==> src/stim_cfg.svh <==
// --------------------
// Stimulus generator configuration
// Lane count, data widths, seed base and register map offsets
// --------------------

`ifndef STIM_CFG_SVH
`define STIM_CFG_SVH

// Lanes and data path
`define STIM_NUM_LANES   4
`define STIM_WORD_W      64

// Register bus
`define STIM_ADDR_W      12
`define STIM_DATA_W      32

// Low half of lane 0 seed
`define STIM_SEED_BASE   32'h5678_9F00

// Byte offsets
`define STIM_REG_CTRL    12'h000
`define STIM_REG_ITER    12'h004
`define STIM_REG_STATUS  12'h008
`define STIM_REG_ELAPSED 12'h00C

`endif

==> src/stim_pkg.sv <==
// --------------------
// Shared struct types for the register bus,
// lane outputs and run configuration/status
// --------------------

`include "stim_cfg.svh"

package stim_pkg;

  // Strobe bus request, at most one of wr/rd per cycle
  typedef struct packed {
    logic                    wr;
    logic                    rd;
    logic [`STIM_ADDR_W-1:0] addr;
    logic [`STIM_DATA_W-1:0] wdata;
  } reg_req_t;

  // Read data, one cycle after rd
  typedef struct packed {
    logic                    rvalid;
    logic [`STIM_DATA_W-1:0] rdata;
  } reg_rsp_t;

  // One lane word toward the sink
  typedef struct packed {
    logic                    we;
    logic [`STIM_WORD_W-1:0] wd;
  } lane_beat_t;

  typedef struct packed {
    logic                    test_en;
    logic [`STIM_DATA_W-1:0] iter_count;
  } run_cfg_t;

  typedef struct packed {
    logic                    running;
    logic                    done;
    logic [`STIM_DATA_W-1:0] elapsed;
  } run_stat_t;

  // One bit per lane
  typedef logic [`STIM_NUM_LANES-1:0] lane_mask_t;

endpackage

==> src/stim_ctrl.sv <==
// --------------------
// Run controller
// Enable edge detect, start pulse, done collection, cycle counter
// --------------------

`include "stim_cfg.svh"
`timescale 1ns/10ps

module stim_ctrl (
  input  logic                 reg_clk,
  input  logic                 rst_n,
  input  stim_pkg::run_cfg_t   cfg,
  input  stim_pkg::lane_mask_t lane_done,
  output logic                 start,
  output stim_pkg::run_stat_t  stat
);

  typedef enum logic [1:0] {
    ST_IDLE,
    ST_RUN,
    ST_FIN
  } state_t;

  state_t                  state;
  logic                    en_q;
  logic                    en_rise;
  logic [`STIM_DATA_W-1:0] elapsed;

  assign en_rise = cfg.test_en & ~en_q;

  always_ff @(posedge reg_clk)
  begin
    if (!rst_n)
    begin
      en_q    <= 1'b0;
      start   <= 1'b0;
      state   <= ST_IDLE;
      elapsed <= '0;
    end
    else
    begin
      en_q  <= cfg.test_en;
      start <= en_rise;
      if (!cfg.test_en)
      begin
        state   <= ST_IDLE;
        elapsed <= '0;
      end
      else
      begin
        case (state)
          ST_IDLE:
          begin
            if (en_rise)
            begin
              state   <= ST_RUN;
              elapsed <= '0;
            end
          end
          ST_RUN:
          begin
            // Finishing edge is counted as well
            elapsed <= elapsed + 1'b1;
            if (&lane_done)
            begin
              state <= ST_FIN;
            end
          end
          // Held until test_en clears
          default:
          begin
          end
        endcase
      end
    end
  end

  assign stat = '{running: (state == ST_RUN), done: (state == ST_FIN), elapsed: elapsed};

endmodule

==> src/stim_lane_gen.sv <==
// --------------------
// One data lane
// Seeded counting pattern, throttled by almost-full
// --------------------

`include "stim_cfg.svh"
`timescale 1ns/10ps

module stim_lane_gen #(
  parameter int LANE = 0
) (
  input  logic                 reg_clk,
  input  logic                 rst_n,
  input  stim_pkg::run_cfg_t   cfg,
  input  logic                 start,
  input  logic                 lane_af,
  output stim_pkg::lane_beat_t beat,
  output logic                 lane_done
);

  localparam int HALF_W = `STIM_WORD_W / 2;

  // Even/odd pair of seeds per lane
  localparam logic [HALF_W-1:0] SEED_LO = HALF_W'(`STIM_SEED_BASE + 2 * LANE);
  localparam logic [HALF_W-1:0] SEED_HI = HALF_W'(SEED_LO + 1);

  logic                    active;
  logic                    done_q;
  logic                    we_q;
  logic [`STIM_WORD_W-1:0] wd_q;
  logic [HALF_W-1:0]       idx;
  logic [`STIM_DATA_W-1:0] remaining;
  logic                    emit;

  assign emit = active & (remaining != '0) & ~lane_af;

  always_ff @(posedge reg_clk)
  begin
    if (!rst_n || !cfg.test_en)
    begin
      active    <= 1'b0;
      done_q    <= 1'b0;
      we_q      <= 1'b0;
      idx       <= '0;
      remaining <= '0;
    end
    else if (start)
    begin
      active    <= 1'b1;
      done_q    <= 1'b0;
      we_q      <= 1'b0;
      idx       <= '0;
      remaining <= cfg.iter_count;
    end
    else
    begin
      we_q <= emit;
      if (emit)
      begin
        idx       <= idx + 1'b1;
        remaining <= remaining - 1'b1;
      end
      // Count exhausted, flag done one edge later
      if (active && remaining == '0)
      begin
        active <= 1'b0;
        done_q <= 1'b1;
      end
    end
  end

  always_ff @(posedge reg_clk)
  begin
    if (emit)
    begin
      wd_q <= {SEED_HI + idx, SEED_LO + idx};
    end
  end

  assign beat      = '{we: we_q, wd: wd_q};
  assign lane_done = done_q;

endmodule

==> src/stim_regs.sv <==
// --------------------
// Register block on the strobe bus
// CTRL and ITER are read/write, STATUS and ELAPSED read-only
// --------------------

`include "stim_cfg.svh"
`timescale 1ns/10ps

module stim_regs (
  input  logic                reg_clk,
  input  logic                rst_n,
  input  stim_pkg::reg_req_t  reg_req,
  input  stim_pkg::run_stat_t stat,
  output stim_pkg::reg_rsp_t  reg_rsp,
  output stim_pkg::run_cfg_t  cfg
);

  logic                    test_en;
  logic [`STIM_DATA_W-1:0] iter_count;
  logic [`STIM_DATA_W-1:0] rd_mux;
  logic                    rvalid_q;
  logic [`STIM_DATA_W-1:0] rdata_q;

  // --------------------
  // Write side
  // --------------------
  always_ff @(posedge reg_clk)
  begin
    if (!rst_n)
    begin
      test_en    <= 1'b0;
      iter_count <= '0;
    end
    else if (reg_req.wr)
    begin
      case (reg_req.addr)
        `STIM_REG_CTRL:
        begin
          test_en <= reg_req.wdata[0];
        end
        `STIM_REG_ITER:
        begin
          iter_count <= reg_req.wdata;
        end
        // Status, elapsed and holes take no writes
        default:
        begin
        end
      endcase
    end
  end

  // --------------------
  // Read side
  // --------------------
  always_comb
  begin
    rd_mux = '0;
    case (reg_req.addr)
      `STIM_REG_CTRL:    rd_mux[0]   = test_en;
      `STIM_REG_ITER:    rd_mux      = iter_count;
      `STIM_REG_STATUS:  rd_mux[1:0] = {stat.done, stat.running};
      `STIM_REG_ELAPSED: rd_mux      = stat.elapsed;
      default:           rd_mux      = '0;
    endcase
  end

  always_ff @(posedge reg_clk)
  begin
    if (!rst_n)
    begin
      rvalid_q <= 1'b0;
    end
    else
    begin
      rvalid_q <= reg_req.rd;
    end
  end

  // Response data held between reads
  always_ff @(posedge reg_clk)
  begin
    if (reg_req.rd)
    begin
      rdata_q <= rd_mux;
    end
  end

  assign reg_rsp = '{rvalid: rvalid_q, rdata: rdata_q};
  assign cfg     = '{test_en: test_en, iter_count: iter_count};

endmodule

==> src/stim_top.sv <==
// --------------------
// Stimulus generator top level
// Register block, run controller and the lane array
// --------------------

`include "stim_cfg.svh"
`timescale 1ns/10ps

module stim_top (
  input  logic                                       reg_clk,
  input  logic                                       rst_n,
  input  stim_pkg::reg_req_t                         reg_req,
  input  stim_pkg::lane_mask_t                       lane_af,
  output stim_pkg::reg_rsp_t                         reg_rsp,
  output stim_pkg::lane_beat_t [`STIM_NUM_LANES-1:0] lane_out
);

  stim_pkg::run_cfg_t   cfg;
  stim_pkg::run_stat_t  stat;
  stim_pkg::lane_mask_t lane_done;
  logic                 start;

  // --------------------
  // Control path
  // --------------------
  stim_regs u_regs (
    .reg_clk (reg_clk),
    .rst_n   (rst_n),
    .reg_req (reg_req),
    .stat    (stat),
    .reg_rsp (reg_rsp),
    .cfg     (cfg)
  );

  stim_ctrl u_ctrl (
    .reg_clk   (reg_clk),
    .rst_n     (rst_n),
    .cfg       (cfg),
    .lane_done (lane_done),
    .start     (start),
    .stat      (stat)
  );

  // --------------------
  // Data lanes
  // --------------------
  for (genvar l = 0; l < `STIM_NUM_LANES; l++)
  begin : g_lane
    stim_lane_gen #(
      .LANE (l)
    ) u_lane (
      .reg_clk   (reg_clk),
      .rst_n     (rst_n),
      .cfg       (cfg),
      .start     (start),
      .lane_af   (lane_af[l]),
      .beat      (lane_out[l]),
      .lane_done (lane_done[l])
    );
  end

endmodule

==> config.mk <==
export PLATFORM = sky130hd
export DESIGN_NAME = stim_top
export DESIGN_NICKNAME = d
export VERILOG_FILES = /design/src/stim_pkg.sv /design/src/stim_ctrl.sv /design/src/stim_lane_gen.sv /design/src/stim_regs.sv /design/src/stim_top.sv
export VERILOG_INCLUDE_DIRS = /design/src
export SDC_FILE = /design/constraint.sdc
export NUM_CORES = 1
export LEC_CHECK = 0
export BUFFER_PORTS_ARGS = -buffer_cell sky130_fd_sc_hd__clkbuf_2
export CAP_MARGIN = 0
export CELL_PAD_IN_SITES_DETAIL_PLACEMENT = 0
export CELL_PAD_IN_SITES_GLOBAL_PLACEMENT = 1
export CORE_AREA = 2 2 263 265
export DETAILED_ROUTE_END_ITERATION = 7
export DIE_AREA = 0 0 265 267
export PLACE_DENSITY = 0.78
export SYNTH_ARGS = -nofsm -noshare
export SYNTH_HDL_FRONTEND = slang
export SYNTH_SLANG_ARGS = --single-unit
==> constraint.sdc <==
create_clock -name reg_clk -period 5.7 [get_ports reg_clk]
set_clock_uncertainty 0.2 [all_clocks]
set_input_delay 1.425 -clock reg_clk [delete_from_list [all_inputs] [get_ports reg_clk]]
set_output_delay 1.425 -clock reg_clk [all_outputs]
set_load 0.05 [all_outputs]
==> impl_metrics.py <==
metrics = {
    "run_status": {
        "status": "complete, no violations",
    },
    "detailed_routing": {
        "highest_layer": "met5",
        "wl_met2_mm": 40.69,
        "detail-route-antenna-nets": 0,
        "vias": 23810,
        "routedWlPerCell_um": 19.75,
        "firstDrtPassIters": 6,
        "met3WireLength_mm": 4.654,
        "drt_iter0_markers": 1771,
        "remaining_drc_errors": 0,
        "wirelength_mm": 84.17,
        "m1WireLength_mm": 36.34,
        "routed_via_density": 5.588,
    },
    "power_and_ir_drop": {
        "intPower_mw": 7.576,
        "p_seq_share_pct": 49.0,
        "p_sw_mw": 1.949,
        "power_density_nw_per_um2": 273.5,
        "clockPowerShare_pct": 50.1,
        "ir_worst_vdd_mv": 0.1648,
        "swShare_pct": 20.46,
        "combPwrFrac_pct": 0.9,
        "fin_total_pwr_mw": 9.525,
        "leakagePower_nw": 11.87,
    },
    "sta": {
        "fin_tns_setup_ns": 0,
        "hold_violations": 0,
        "finalSetupViolations": 0,
        "finalCritPeriodShare_pct": 76.54,
        "slew_headroom_pct": 16.14,
        "fin_ws_ns": 1.337,
        "timing.fmax_mhz": 229.2,
        "drv_slew": 0,
        "worst_pin_slew_ns": 1.245,
        "min_period_ns": 4.363,
        "rsz0062_at_grt": "no",
    },
    "logic_synthesis": {
        "synth_top_area_cell": "edfxtp_1",
        "synthesis.nets": 3164,
        "ys_top_cells_by_count": "338 x dfxtp_1, 306 x nor2_1, 288 x edfxtp_1, 276 x xnor2_1, 270 x nand2_1",
        "syn_area_um2": 30210,
        "synth_edf_count": 288,
        "yosysTopAreaCellShare_pct": 28.63,
        "synthCells": 3091,
        "yosysMostFrequentCell": "dfxtp_1",
        "synth.ff_latch_count": 626,
        "synth.distinct_cells": 81,
        "synth_area_leaders": "edfxtp_1 29%, dfxtp_1 22%, xnor2_1 8.0%, xor2_1 4.5%, nor2_1 3.8%",
        "syn_area_per_cell_um2": 9.773,
        "ys_warn_count": 0,
        "synth_seq_area_share_pct": 51.03,
        "async_reset_ff_share_pct": 0,
        "ys.flop_type": "dfxtp_1",
    },
    "cts": {
        "hold_buffers": 0,
        "clk_latency_ns": 0.60,
        "numCtsBuffers": 70,
        "cts-root-buf": "clkbuf_16",
        "post-cts-setup-buffer-count": 0,
        "cts.clk_slew.worst_paths_ns": 0.06,
        "cts_buffer_depth": 3,
        "post_cts_resized": 0,
        "cts_max_level": 3,
        "cts_tree": "yes",
        "clock-sinks": 626,
    },
    "place": {
        "place_area_um2": 32420,
        "gp_congestion": 0.9182,
        "dp_hpwl_mm": 59.88,
        "pre_cts_slack_ns": 1.313,
        "numPortBuffers": 344,
    },
    "min_path": {
        "hp-class": "reg2reg",
    },
    "grt": {
        "antenna_found_initial": 4,
        "track_usage_pct": 23.16,
        "grt_max_degree": 74,
        "grt_pass1_vias": 23070,
        "grt_first_pass_wirelength_mm": 130.1,
        "grt_overflow_total": 0,
    },
    "layout": {
        "nNetsFinal": 3396,
        "ff_latch_area_um2": 15410,
        "n_antenna_cell": 0,
        "nFillCells": 6263,
        "finalInstanceArea_um2": 34820,
        "syn2layout_area_growth_pct": 15.28,
        "multi_input_area_um2": 13800,
        "drive_gt1_share_pct": 16.22,
    },
    "die": {
        "ios": 345,
        "fp.dieArea_um2": 70760,
        "die_y_um": 267,
        "die_w_um": 265,
        "initial_utilization_pct": 44.43,
        "rows": 96,
        "core_area_um2": 67990,
    },
    "worst_setup_path": {
        "criticalPathCategory": "reg2reg",
        "critical_path.cell_chain": "nor4_2 -> nand4_1 -> o31ai_4 -> clkinv_2 -> buf_4 -> and3_1 -> xnor2_1 -> nor2_1",
        "cp_slowest_stage_delay_ns": 1.08,
        "cp.required_ns": 5.97,
        "cp_max_fo": 32,
        "critical_path.slowest_cell": "o31ai_4",
        "endpoint_kind": "flip-flop",
        "arrival_ns": 4.63,
        "worst_setup_path_start_kind": "flip-flop",
    },
    "job": {
        "cap_viol_max_count": 0,
    },
}
[metrics by stage]
step                utilization (%)  hold slack, ns  std cells
floorplan                         -          0.1937       3091
global placement              47.68          0.2130       4133
detailed placement            47.68          0.2136       4133
CTS                           51.22          0.2218       4261
global route                  51.22          0.2403       4261
finish                        51.22          0.2188       4261
[cells in the final DEF, fill, tap and decap left out, types with 65 or more instances in the layout]
cell	count
xor2_1	154
clkbuf_2	344
dfxtp_1	338
a21oi_1	147
nand4_1	74
edfxtp_1	288
nand3_1	99
xnor2_1	276
nor3_1	119
nor2_1	305
clkbuf_16	73
o21ai_0	115
nand2_1	269
nor4_1	80
or3_1	65
a21boi_0	76
[worst paths after layout]
kind                                          startpoint                              endpoint  slack [ns]  cells after the start
min reg2reg                       u_ctrl.en_q$_SDFF_PN0_               u_ctrl.start$_SDFF_PN0_        0.22                      1
max          g_lane[2].u_lane.remaining[14]$_SDFFE_PN0P_  g_lane[2].u_lane.idx[4]$_SDFFE_PP0P_        1.34                      8
max reg2reg  g_lane[2].u_lane.remaining[14]$_SDFFE_PN0P_  g_lane[2].u_lane.idx[4]$_SDFFE_PP0P_        1.34                      8
min                               u_ctrl.en_q$_SDFF_PN0_               u_ctrl.start$_SDFF_PN0_        0.22                      1
[layer usage]
metal	GRT usage, %	up-vias
li1	-	11400
met1	30.41	11570
met2	38.97	701
met3	3.478	136
met4	8.154	2
met5	0	-
[flip-flops by register name (all words and copies together), names as in the netlist]
register,flops
g_lane.u_lane.wd_q,256
g_lane.u_lane.idx,128
g_lane.u_lane.remaining,128
u_ctrl.elapsed,32
u_regs.iter_count,32
u_regs.rdata_q,32
g_lane.u_lane.active,4
g_lane.u_lane.lane_done,4
g_lane.u_lane.we_q,4
u_ctrl.state,2
u_ctrl.en_q,1
u_ctrl.start,1
u_regs.rvalid_q,1
u_regs.test_en,1
[power groups by stage]
stage          clock (mW)  sequential [mW]  combinational [mW]
6_report             4.77             4.67              0.0842
5_1_grt              5.05             4.67              0.0883
4_1_cts              4.87             4.67              0.0850
3_5_place_dp            0             4.77              0.0847
3_3_place_gp            0             4.77              0.0843
2_1_floorplan           0             4.80              0.0183
[final cells by class]
cell class	count	area share [%]
Inverter	49	0.5353
Tap cell	882	3.169
Clock buffer	89	5.476
Clock inverter	39	1.441
Sequential cell	626	44.26
Timing Repair Buffer	368	5.497
Multi-Input combinational cell	2208	39.62
[logic make-up (layout without fill, tap and decap cells)]
group | count (synthesis) | after routing | share of synthesized area (%)
AO/OA/AOI/OAI | 497 | 497 | 10.37
XOR/XNOR | 430 | 430 | 12.47
adder cells (fa/ha/maj) | 21 | 21 | 0.8698
buffers and inverters | 257 | 545 | 3.396
flip-flops | 626 | 626 | 51.03
multiplexers | 39 | 39 | 1.317
AND/OR/NAND/NOR | 1221 | 1221 | 20.55
[critical path: cells and delay by family, from the launching register on]
family	cells	cell delay, ns
buf+inv	2	1.27
xor+xnor	1	0.14
flops	1	0.35
compound gates	1	1.08
simple gates	4	1.19
Power figures use the tool's default switching activity.
